===== src/design/red_macros.svh =====
`ifndef RED_MACROS_SVH
`define RED_MACROS_SVH

// --------------------
// vector geometry
// --------------------

// elements presented on one beat
`define RED_LANES 8

// bits per element
`define RED_ELEM_W 16

// beats that make up one full vector
`define RED_BEATS 2

// --------------------
// tree shape
// --------------------

// log2 of the lane count, one register per level
`define RED_TREE_DEPTH 3

`endif


===== src/design/red_pkg.sv =====
`default_nettype none

`include "red_macros.svh"

package red_pkg;

    // --------------------
    // opcodes
    // --------------------

    // signed and unsigned sums give the same bits, so one code covers both
    typedef enum logic [1:0] {
        RED_SUM  = 2'd0,
        RED_UMAX = 2'd1,
        RED_SMAX = 2'd2
    } red_op_e;

    // one vector element
    typedef logic [`RED_ELEM_W-1:0] red_elem_t;

    // --------------------
    // pairwise combine
    // --------------------

    // shared by every tree node and the beat accumulator
    function automatic red_elem_t red_combine(
        input red_op_e   op,
        input red_elem_t a,
        input red_elem_t b
    );
        red_elem_t res;
        case (op)
            RED_SUM: begin
                // carry out is dropped, wraps modulo 2^W
                res = a + b;
            end
            RED_UMAX: begin
                res = (a > b) ? a : b;
            end
            RED_SMAX: begin
                res = ($signed(a) > $signed(b)) ? a : b;
            end
            default: begin
                res = a;
            end
        endcase
        return res;
    endfunction

endpackage

`default_nettype wire


===== src/design/red_stage_if.sv =====
`timescale 1ns/1ps
`default_nettype none

// one partial result per cycle from the tree to the accumulator
interface red_stage_if;

    // partial present this cycle, consumer must take it
    logic               valid;
    // opcode that travelled with the beat
    red_pkg::red_op_e   op;
    // reduced value of one beat
    red_pkg::red_elem_t data;

    // tree side
    modport producer (
        output valid,
        output op,
        output data
    );

    // accumulator side
    modport consumer (
        input valid,
        input op,
        input data
    );

endinterface

`default_nettype wire


===== src/design/red_accum.sv =====
`timescale 1ns/1ps
`default_nettype none

`include "red_macros.svh"

module red_accum (
    input  wire logic          clk,
    input  wire logic          rst_n,
    red_stage_if.consumer      in,
    output logic               result_valid_o,
    output red_pkg::red_elem_t result_o
);

    localparam int CNT_W = (`RED_BEATS > 1) ? $clog2(`RED_BEATS) : 1;

    // transfers seen so far in the current vector
    logic [CNT_W-1:0]   beat_cnt;
    logic               first_beat;
    logic               last_beat;

    // running fold of the current vector
    red_pkg::red_elem_t buff;
    red_pkg::red_elem_t folded;

    // opcode the vector started with
    red_pkg::red_op_e   vec_op;

    assign first_beat = (beat_cnt == '0);
    assign last_beat  = (beat_cnt == CNT_W'(`RED_BEATS - 1));

    // first partial passes through, later ones fold into the buffer
    assign folded = first_beat ? in.data : red_pkg::red_combine(in.op, buff, in.data);

    // --------------------
    // beat counter
    // --------------------

    always_ff @(posedge clk) begin
        if (!rst_n) begin
            beat_cnt <= '0;
        end else if (in.valid) begin
            if (last_beat) begin
                beat_cnt <= '0;
            end else begin
                beat_cnt <= beat_cnt + 1'b1;
            end
        end
    end

    // --------------------
    // buffer and result
    // --------------------

    always_ff @(posedge clk) begin
        if (in.valid) begin
            buff <= folded;
            if (first_beat) begin
                vec_op <= in.op;
            end
            if (last_beat) begin
                result_o <= folded;
            end
        end
    end

    // single-cycle strobe with the result
    always_ff @(posedge clk) begin
        if (!rst_n) begin
            result_valid_o <= 1'b0;
        end else begin
            result_valid_o <= in.valid && last_beat;
        end
    end

    // all beats of one vector share the opcode of its first beat
    a_op_stable: assert property (
        @(posedge clk) disable iff (!rst_n)
        (in.valid && !first_beat) |-> (in.op == vec_op)
    );

    // the strobe never stretches
    a_pulse_single: assert property (
        @(posedge clk) disable iff (!rst_n)
        result_valid_o |=> !result_valid_o
    );

endmodule

`default_nettype wire


===== src/design/red_tree.sv =====
`timescale 1ns/1ps
`default_nettype none

`include "red_macros.svh"

module red_tree (
    input  wire logic                                    clk,
    input  wire logic                                    rst_n,
    input  wire logic                                    beat_valid_i,
    input  red_pkg::red_op_e                             op_i,
    input  wire logic [`RED_LANES-1:0][`RED_ELEM_W-1:0] operands_i,
    red_stage_if.producer                                out
);

    localparam int NODE_CNT = 2 * `RED_LANES - 1;

    // heap of tree nodes
    // leaves first, then each level's outputs, root last
    red_pkg::red_elem_t node [NODE_CNT];

    // valid flag per registered level
    logic [`RED_TREE_DEPTH-1:0] vld_q;
    // enable seen at the input of each level
    logic [`RED_TREE_DEPTH-1:0] lvl_en;
    // opcode seen at the input of each level
    red_pkg::red_op_e           lvl_op [`RED_TREE_DEPTH];
    // opcode held beside each level's data
    red_pkg::red_op_e           op_q   [`RED_TREE_DEPTH];

    // --------------------
    // leaves
    // --------------------

    for (genvar i = 0; i < `RED_LANES; i++) begin : g_leaf
        assign node[i] = operands_i[i];
    end

    // --------------------
    // control pipeline
    // --------------------

    assign lvl_en = {vld_q[`RED_TREE_DEPTH-2:0], beat_valid_i};

    always_ff @(posedge clk) begin
        if (!rst_n) begin
            vld_q <= '0;
        end else begin
            vld_q <= lvl_en;
        end
    end

    // --------------------
    // reduction levels
    // --------------------

    for (genvar k = 0; k < `RED_TREE_DEPTH; k++) begin : g_level
        localparam int IN_BASE  = 2 * `RED_LANES - ((2 * `RED_LANES) >> k);
        localparam int OUT_BASE = 2 * `RED_LANES - ((2 * `RED_LANES) >> (k + 1));
        localparam int OUT_CNT  = `RED_LANES >> (k + 1);

        // level 0 takes the opcode straight from the port
        if (k == 0) begin : g_op_in
            assign lvl_op[k] = op_i;
        end else begin : g_op_prev
            assign lvl_op[k] = op_q[k-1];
        end

        always_ff @(posedge clk) begin
            if (lvl_en[k]) begin
                op_q[k] <= lvl_op[k];
            end
        end

        // adjacent pairs fold into one node each
        for (genvar i = 0; i < OUT_CNT; i++) begin : g_node
            always_ff @(posedge clk) begin
                if (lvl_en[k]) begin
                    node[OUT_BASE+i] <= red_pkg::red_combine(lvl_op[k],
                                                             node[IN_BASE+2*i],
                                                             node[IN_BASE+2*i+1]);
                end
            end
        end
    end

    // --------------------
    // root to accumulator
    // --------------------

    assign out.valid = vld_q[`RED_TREE_DEPTH-1];
    assign out.op    = op_q[`RED_TREE_DEPTH-1];
    assign out.data  = node[NODE_CNT-1];

    // an accepted beat must carry a defined opcode
    a_op_defined: assert property (
        @(posedge clk) disable iff (!rst_n)
        beat_valid_i |-> (op_i inside {red_pkg::RED_SUM, red_pkg::RED_UMAX, red_pkg::RED_SMAX})
    );

endmodule

`default_nettype wire


===== src/design/red_unit_top.sv =====
`timescale 1ns/1ps
`default_nettype none

`include "red_macros.svh"

module red_unit_top (
    input  wire logic                                    clk,
    input  wire logic                                    rst_n,

    // beat input
    input  wire logic                                    beat_valid_i,
    input  red_pkg::red_op_e                             op_i,
    input  wire logic [`RED_LANES-1:0][`RED_ELEM_W-1:0] operands_i,

    // per-vector result
    output logic                                         result_valid_o,
    output logic [`RED_ELEM_W-1:0]                       result_o
);

    // --------------------
    // tree to accumulator
    // --------------------

    red_stage_if stage_bus ();

    // folds one beat into one partial
    red_tree u_tree (
        .clk          (clk),
        .rst_n        (rst_n),
        .beat_valid_i (beat_valid_i),
        .op_i         (op_i),
        .operands_i   (operands_i),
        .out          (stage_bus.producer)
    );

    // merges partials over the beats of a vector
    red_accum u_accum (
        .clk            (clk),
        .rst_n          (rst_n),
        .in             (stage_bus.consumer),
        .result_valid_o (result_valid_o),
        .result_o       (result_o)
    );

endmodule

`default_nettype wire


===== config.mk =====
export PLATFORM = sky130hd
export DESIGN_NAME = red_unit_top
export DESIGN_NICKNAME = d
export VERILOG_FILES = /design/src/design/red_pkg.sv /design/src/design/red_stage_if.sv /design/src/design/red_accum.sv /design/src/design/red_tree.sv /design/src/design/red_unit_top.sv
export VERILOG_INCLUDE_DIRS = /design/src /design/src/design
export SDC_FILE = /design/constraint.sdc
export NUM_CORES = 1
export LEC_CHECK = 0
export ABC_AREA = 1
export BUFFER_PORTS_ARGS = -buffer_cell sky130_fd_sc_hd__buf_4
export CELL_PAD_IN_SITES_DETAIL_PLACEMENT = 0
export CELL_PAD_IN_SITES_GLOBAL_PLACEMENT = 1
export CORE_MARGIN = 5
export CORE_UTILIZATION = 45
export DETAILED_ROUTE_END_ITERATION = 6
export GPL_TIMING_DRIVEN = 0
export PLACE_DENSITY = 0.9
export RECOVER_POWER = 25
export REMOVE_ABC_BUFFERS = 1
export SKIP_CTS_REPAIR_TIMING = 1
export SLEW_MARGIN = 20
export SYNTH_ARGS = -nofsm -noshare
export SYNTH_HDL_FRONTEND = slang
export SYNTH_SLANG_ARGS = --single-unit

===== constraint.sdc =====
create_clock -name clk -period 3.27 [get_ports clk]
set_clock_uncertainty 0.1 [all_clocks]
set_input_delay 0.4905 -clock clk [delete_from_list [all_inputs] [get_ports clk]]
set_output_delay 0.4905 -clock clk [all_outputs]
set_load 0.05 [all_outputs]

==> results of run 1 <==
==> final cells by class <==
type | instances | share of cell area
clock buffers | 19 | 0.0187
clock inverters | 13 | 0.00606
inverters | 516 | 0.0839
multi-input cells | 2366 | 0.603
flip-flops and latches | 155 | 0.199
well taps | 600 | 0.0325
repair buffers | 160 | 0.0567
==> cell families after synthesis <==
kind of cell / Yosys count / share of synthesized area
buf+inv: 617 / 0.115
simple gates: 1651 / 0.368
flops: 155 / 0.223
fa+ha+maj: 256 / 0.158
compound gates: 458 / 0.136
==> registers in the layout (all words and copies together), names as in the netlist <==
signal	flops
u_tree.out.data	16
u_accum.beat_cnt	1
u_accum.buff	16
u_tree.vld_q	3
u_accum.result_o	16
u_accum.result_valid_o	1
u_tree.node	96
u_tree.op_q	6
==> stage by stage <==
stage / util / cell area [um^2]
floorplan: - / 20200
global placement: 0.487 / 22100
detailed placement: 0.493 / 22400
CTS: 0.506 / 22900
global route: 0.509 / 23100
finish: 0.509 / 23100
==> worst max-delay path, delay by kind of cell, from the launching register on <==
kind          cells  cell delay (ns)
simple gates      8             1.79
flops             1             0.54
fa+ha+maj         1             0.45
buf+inv           1             0.07
==> placed cells by master (no fill, tap or decap), types with 7 or more instances in the layout <==
master     Yosys  final
nand4_1      208    208
o21ai_0       83     83
nand2_4        2      9
ha_1         248    248
a21o_1        15     15
buf_4          7    146
fa_1           8      8
nand2_1      779    773
a21boi_0      29     29
nand3_2       11      9
inv_1        510    509
nand2_2       15     11
clkbuf_16      0     17
nor2_2         0      7
o211ai_1     108    108
nand3_1      428    425
nor3_1        26     26
a221oi_1       7      7
a21oi_1      165    165
o21bai_1      32     32
nor2_1       140    128
or2_2         20     20
edfxtp_1     150    150
nand3_4        2      8
a31oi_1        8      8
==> report_power, final <==
group	switching [mW]	internal, mW
Combinational	2.77	1.38
Clock	0.875	1.13
Sequential	0.229	2.47
Total	3.88	4.97
==> path summary, 6_finish.rpt <==
path / slack, ns / endpoint / cells past startpoint / startpoint
worst min register to register: 0.37 / u_accum.result_valid_o$_SDFF_PN0_ / 2 / u_accum.beat_cnt$_SDFFE_PN0P_
worst max register to register: 0.17 / u_tree.node[19]$_DFFE_PP_ / 10 / u_tree.node[77]$_DFFE_PP_
worst max-delay path: 0.17 / u_tree.node[19]$_DFFE_PP_ / 10 / u_tree.node[77]$_DFFE_PP_
worst min-delay path: 0.19 / u_tree.vld_q[2]$_SDFF_PN0_ / 3 / rst_n
==> layer usage <==
layer  global-route usage  up-vias  wire [um]
li1                     -    10800          -
met5                    0        -          0
met3               0.0283       67       4100
met1                0.334    10200      28600
met2                0.411      757      30000
met4               0.0623        0        936
==> results.yml, run 1 <==
status:
  status: "finished, violations left"
  violations: "DRC, capacitance limit, slew limit"
floorplanning:
  pin_count: 150
  coreArea_um2: 45400
  rows: 78
  die_x_um: 224
  start_util: 0.456
  die_area_um2: 50300
  die_h_um: 224
cells_and_area:
  drive_gt1_frac: 0.0852
  antennaDiodeCount: 0
  fillCellCount: 4538
  final_nets: 3605
  multiInputGateArea_um2: 13900
  layout.cells.non_filler: 3829
  area_growth_pct: 11.8
  regArea_um2: 4600
yosys:
  synth.distinct_cells: 46
  synth_edf_count: 150
  netlist_top_cells_count: "779 x nand2_1, 510 x inv_1, 428 x nand3_1"
  synthesis.area_um2: 20700
  synth_seq_cells: 155
  yosysSeqAreaShare: 0.223
  ys_warn_count: 0
  synth_area_leaders: "edfxtp_1 22%, ha_1 15%, nand2_1 14%"
  synth.avg_cell_area_um2: 6.59
  synth_largest_area_cell: "edfxtp_1"
  synth_most_common_cell: "nand2_1"
  netlist.area_leader.share: 0.218
  ys.flop_type: "edfxtp_1"
  syn_inst: 3137
  async_flop_share: 0
placed_design:
  routabilityCongestion: 0.922
  hpwl_mm: 48.5
  dpl.cell_count: 3796
  pre_cts_slack_ns: -0.715
  io_buffers: 149
clocking:
  htree_levels: 4
  numCtsBuffers: 17
  cts_root_buffer: "clkbuf_16"
  insertion_delay_ns: 0.43
  cts_tree: "built"
  path_clk_slew_ns: 0.06
  cts_buffer_depth: 2
  cts.sinks: 155
pwr:
  ir_worst_vdd_mv: 0.309
  power_leakage_nw: 11.5
  power.density_nw_per_um2: 383
  finalPower_mw: 8.85
sta:
  setup_tns_ns: 0
  finalSetupViolCount: 0
  hold_ws_ns: 0.189
  finalWorstSetupSlack_ns: 0.167
  grt_setup_unrepaired: "false"
  relSlewSlack: -0.217
  layout_min_cycle_time_ns: 3.10
  finalHoldViolCount: 0
  tightestPinTransition_ns: 1.83
  drv_slew: 100
  finalCritPeriodShare: 0.949
  fmax_mhz: 322
routing:
  drtPass1Iterations: 7
  via_per_inst: 5.71
  antenna_left: 0
  vias: 21900
  drt_iter0_markers: 1798
  routed_wl_mm: 63.7
  drc: 1
  routedWlPerCell_um: 16.6
global_routing:
  grt_max_degree: 68
  antenna_found_initial: 0
  first_global_vias: 20900
  grt_overflow: 0
  groute.usage.overall: 0.244
  grt_pass1_wl_mm: 104
setup_path:
  crit_type: "reg -> reg"
  start_kind: "flip-flop"
  required_ns: 3.46
  crit_path_max_incr_delay_ns: 0.54
  crit_chain: "ha_1, inv_2, nor3_1, nor3b_4, nand2_1, nand3_2, nand3_2, nand2_1, nand3_1, nand4_1"
  worstPathArrival_ns: 3.29
  critPathSlowestCell: "edfxtp_1"
  crit_fanout: 18
  end_kind: "flip-flop"
flow_run:
  maxCapViolCount: 2
min_path:
  hold_class: "in -> reg"
(Power assumes the default switching activity.)
==> run 2, diff against run 1 <==
CORE_ASPECT_RATIO = 0.7   (was unset)
==> run 2 against run 1 <==
The flow still finishes with violations (DRC, capacitance limit, slew limit); critical endpoint is now u_tree.node[71]$_DFFE_PP_; highest routed layer unchanged; non-clock buffer count grew 7; critical path depth up 2; cell count increased by 0.31%.
==> results.yml, run 2 (synthesis results as in run 1) <==
sta:
  finalHoldViolCount: 0
  finalWorstSetupSlack_ns: 0.0824
  relSlewSlack: -0.119
  drv_slew: 104
  fmax_mhz: 314
  tightestPinTransition_ns: 1.68
  layout_min_cycle_time_ns: 3.19
  finalCritPeriodShare: 0.975
  finalSetupViolCount: 0
  setup_tns_ns: 0
  hold_ws_ns: 0.169
global_routing:
  first_global_vias: 20600
  grt_use_met2: 0.394
  antenna_found_initial: 0
  grt_overflow: 0
  met3_usage: 0.0386
  groute.usage.overall: 0.265
  grt_max_degree: 68
  grt_pass1_wl_mm: 110
  met1_usage: 0.409
  grt.busiest_layer: "met1"
cells_and_area:
  final_core_util: 0.516
  final_nets: 3614
  area_growth_pct: 12.9
  drive_gt1_frac: 0.0902
  layout.cells.non_filler: 3841
  design_area_um2: 23300
  largest-register: "u_tree.node"
  final_common_cell: "nand2_1"
  final_cell_mix: "773 x nand2_1, 508 x inv_1, 425 x nand3_1"
  fillCellCount: 4496
  antennaDiodeCount: 0
  largest_reg_flops: 96
floorplanning:
  die_area_um2: 50400
  pin_count: 150
  die_x_um: 266
  start_util: 0.457
  coreArea_um2: 45200
  die_h_um: 189
  rows: 65
pwr:
  p_int_mw: 5.05
  seq_power_share: 0.295
  finalPower_mw: 9.23
  switching_share: 0.453
  ir_worst_vdd_mv: 0.416
  power_leakage_nw: 11.6
  power.density_nw_per_um2: 396
  switchingPower_mw: 4.19
  clkPwrFrac: 0.232
  combPwrFrac: 0.473
setup_path:
  required_ns: 3.27
  crit_chain: "buf_4, inv_1, ha_1, nand2_1, inv_1, nand3_1, nor4_2, nand3_2, nand2_4, nand2_1, o211ai_1, nand4_1"
  critPathSlowestCell: "nand2_4"
  cp.depth: 12
  start_kind: "primary input"
  worstRegToRegCells: 9
  crit_type: "in -> reg"
  worstPathArrival_ns: 3.19
  end_kind: "flip-flop"
  cp.buffers_inverters: 3
  crit_path_max_incr_delay_ns: 0.55
  rrSetupSlack_ns: 0.09
  cp-startpoint: "operands_i[94]"
  worstReg2RegEnd: "u_tree.out.data[2]$_DFFE_PP_"
  cp-endpoint: "u_tree.node[71]$_DFFE_PP_"
  critPathTopFamily: "simple AND/OR/NAND/NOR gates"
  crit_fanout: 32
  r2r-start: "u_tree.node[41]$_DFFE_PP_"
clocking:
  htree_levels: 4
  cts_root_buffer: "clkbuf_16"
  cts_tree: "built"
  insertion_delay_ns: 0.46
  numCtsBuffers: 17
  path_clk_slew_ns: 0.07
  cts_buffer_depth: 2
  cts.sinks: 155
routing:
  via_per_inst: 5.84
  routed_wl_mm: 70.2
  drt_iter0_markers: 2321
  antenna_left: 0
  vias: 22400
  routedWlPerCell_um: 18.3
  drc: 14
  drtPass1Iterations: 7
min_path:
  hold_class: "in -> reg"
status:
  status: "finished, violations left"
  violations: "DRC, capacitance limit, slew limit"
placed_design:
  routabilityCongestion: 0.975
  hpwl_mm: 52.8
  post_dp_cell_area_um2: 22400
  pre_cts_slack_ns: -0.987
  dpl.cell_count: 3800
  io_buffers: 149
flow_run:
  maxCapViolCount: 2
## run 2: cell types whose count changed in the layout (fill, tap and decap cells not counted), moves of 3 or more
cell,previous run,this run
buf_4,146,151
clkbuf_1,5,2
clkinv_8,0,3
inv_8,0,3
nand2_2,11,8
nand3_4,8,11
## run 2: metal layers
metal	share of wire	routed length (um)
met5	0	0
met3	0.085	5980
met1	0.48	33800
met2	0.42	29600
met4	0.012	841
## run 2: final cells by class
type | instances | area (um^2) | share of cell area
inverters | 516 | 1940 | 0.0831
clock buffers | 17 | 425 | 0.0182
flip-flops and latches | 155 | 4600 | 0.197
well taps | 603 | 754 | 0.0323
multi-input cells | 2368 | 14000 | 0.601
clock inverters | 15 | 200 | 0.00858
repair buffers | 167 | 1400 | 0.0600
## run 2: worst min-delay path, delay by kind of cell
family / cells / cell delay, ns
buf+inv: 2 / 0.15
simple gates: 1 / 0.05
## run 2: power by group through the flow
stage | clock, mW | sequential [mW] | combinational, mW
2_1_floorplan | 0 | 2.64 | 2.83
3_3_place_gp | 0 | 2.74 | 4.00
3_5_place_dp | 0 | 2.76 | 4.11
4_1_cts | 2.15 | 2.72 | 4.14
5_1_grt | 2.24 | 2.75 | 4.86
6_report | 2.14 | 2.72 | 4.37
## run 2: worst min path at each step
stage | startpoint | end | slack, ns | cells after the start
CTS | rst_n | u_tree.vld_q[2]$_SDFF_PN0_ | 0.16 | 3
global route | rst_n | u_tree.vld_q[2]$_SDFF_PN0_ | 0.17 | 3
global placement | u_accum.beat_cnt$_SDFFE_PN0P_ | u_accum.result_valid_o$_SDFF_PN0_ | 0.35 | 2
finish | rst_n | u_tree.vld_q[2]$_SDFF_PN0_ | 0.17 | 3
detailed placement | u_accum.beat_cnt$_SDFFE_PN0P_ | u_accum.result_valid_o$_SDFF_PN0_ | 0.36 | 2
floorplan | u_accum.beat_cnt$_SDFFE_PN0P_ | u_accum.result_valid_o$_SDFF_PN0_ | 0.34 | 2
==> run 3, diff against run 2 <==
REMOVE_ABC_BUFFERS = unset   (was 1)
==> run 3 against run 2 <==
Sequential share of layout area up 0.11 points; the flow finishes with violations (capacitance limit, slew limit); final area down 0.55%; clock-buffer cell count up 1; sequential power about the same.
==> results.yml, run 3 (synthesis results as in run 1) <==
status:
  status: "finished, violations left"
  violations: "capacitance limit, slew limit"
global_routing:
  grt_overflow: 0
  groute.usage.overall: 0.274
  grt_pass1_wl_mm: 112
  antenna_found_initial: 1
  grt_max_degree: 68
  first_global_vias: 20600
floorplanning:
  pin_count: 150
  rows: 65
  coreArea_um2: 45200
  die_x_um: 266
  start_util: 0.457
  die_area_um2: 50400
  die_h_um: 189
setup_path:
  crit_fanout: 10
  crit_type: "reg -> reg"
  worstPathArrival_ns: 3.25
  required_ns: 3.36
  start_kind: "flip-flop"
  end_kind: "flip-flop"
routing:
  antenna_left: 0
  drc: 0
  vias: 22800
  drtPass1Iterations: 6
  drt_iter0_markers: 3076
  routedWlPerCell_um: 18.5
  routed_wl_mm: 72.7
  via_per_inst: 5.81
placed_design:
  io_buffers: 149
  routabilityCongestion: 0.976
  hpwl_mm: 58.5
  post_dp_cell_area_um2: 22600
  dpl.cell_count: 3889
clocking:
  path_clk_slew_ns: 0.07
  cts_tree: "built"
  insertion_delay_ns: 0.45
  numCtsBuffers: 17
  cts_buffer_depth: 2
  htree_levels: 4
  cts_root_buffer: "clkbuf_16"
  cts.sinks: 155
pwr:
  power.density_nw_per_um2: 395
  ir_worst_vdd_mv: 0.367
  power_leakage_nw: 11.6
cells_and_area:
  final_cell_mix: "779 x nand2_1, 510 x inv_1, 427 x nand3_1"
  area_growth_pct: 12.3
  largest-register: "u_tree.node"
  layout.cells.non_filler: 3925
  largest_reg_flops: 96
  final_common_cell: "nand2_1"
  fillCellCount: 4573
  drive_gt1_frac: 0.0894
  design_area_um2: 23200
  antennaDiodeCount: 0
  final_nets: 3698
min_path:
  hold_class: "in -> reg"
sta:
  setup_tns_ns: 0
  drv_slew: 68
  relSlewSlack: -0.121
  finalHoldViolCount: 0
  finalCritPeriodShare: 0.967
  tightestPinTransition_ns: 1.68
  grt_setup_unrepaired: "false"
  layout_min_cycle_time_ns: 3.16
  finalSetupViolCount: 0
  fmax_mhz: 316
yosys:
  syn_nets: 3526
flow_run:
  maxCapViolCount: 1
run 3: report_power, final:
group          internal, mW  total, mW  leakage, nW  switching, mW
sequential             2.46       2.72         1.46          0.258
combinational          1.43       4.34         9.86           2.92
clock                  1.10       2.09        0.290          0.994
total                  4.99       9.16         11.6           4.17
run 3: final timing paths:
kind / startpoint / to / slack [ns] / cells after the start
setup / recovery: u_tree.node[43]$_DFFE_PP_ / u_tree.out.data[11]$_DFFE_PP_ / 0.11 / 9
setup reg to reg: u_tree.node[43]$_DFFE_PP_ / u_tree.out.data[11]$_DFFE_PP_ / 0.11 / 9
hold / removal: rst_n / u_tree.vld_q[2]$_SDFF_PN0_ / 0.17 / 3
hold reg to reg: u_accum.beat_cnt$_SDFFE_PN0P_ / u_accum.result_valid_o$_SDFF_PN0_ / 0.37 / 2
run 3: metal layers:
| metal | track usage | wire length [um] | vias to the layer above |
|---|---|---|---|
| li1 | - | - | 11000 |
| met1 | 0.420 | 34500 | 10500 |
| met2 | 0.392 | 29400 | 1201 |
| met3 | 0.0620 | 7700 | 81 |
| met4 | 0.0542 | 1040 | 0 |
| met5 | 0 | 0 | - |
run 3: worst max-delay path: stages, from the launching register on:
cell and delay (ns):
edfxtp_1 0.54, ha_1 0.47, nand2_1 0.12, nor4_2 0.42
nand2_1 0.18, nand3_2 0.18, clkbuf_1 0.48, nand4_1 0.16
nand3_1 0.13, nand4_1 0.11
run 3: area by class of cell:
| class | count | area [um^2] | share of cell area |
|---|---|---|---|
| Multi-Input combinational cell | 2365 | 13700 | 0.591 |
| Timing Repair Buffer | 154 | 1150 | 0.0494 |
| Sequential cell | 155 | 4600 | 0.198 |
| Inverter | 516 | 1940 | 0.0834 |
| Tap cell | 603 | 754 | 0.0325 |
| Clock buffer | 18 | 429 | 0.0185 |
| Clock inverter | 14 | 174 | 0.00749 |
| Buffer | 100 | 450 | 0.0194 |
run 3: through the flow:
stage	hold slack, ns	power (mW)	utilization	setup slack (ns)
finish	0.172	9.16	0.513	0.108
global route	0.181	9.76	0.513	0.00560
CTS	0.154	9.00	0.512	0.0336
detailed placement	0.368	6.93	0.499	0.00265
global placement	0.358	6.82	0.499	-0.0590
floorplan	0.342	5.58	-	0.827
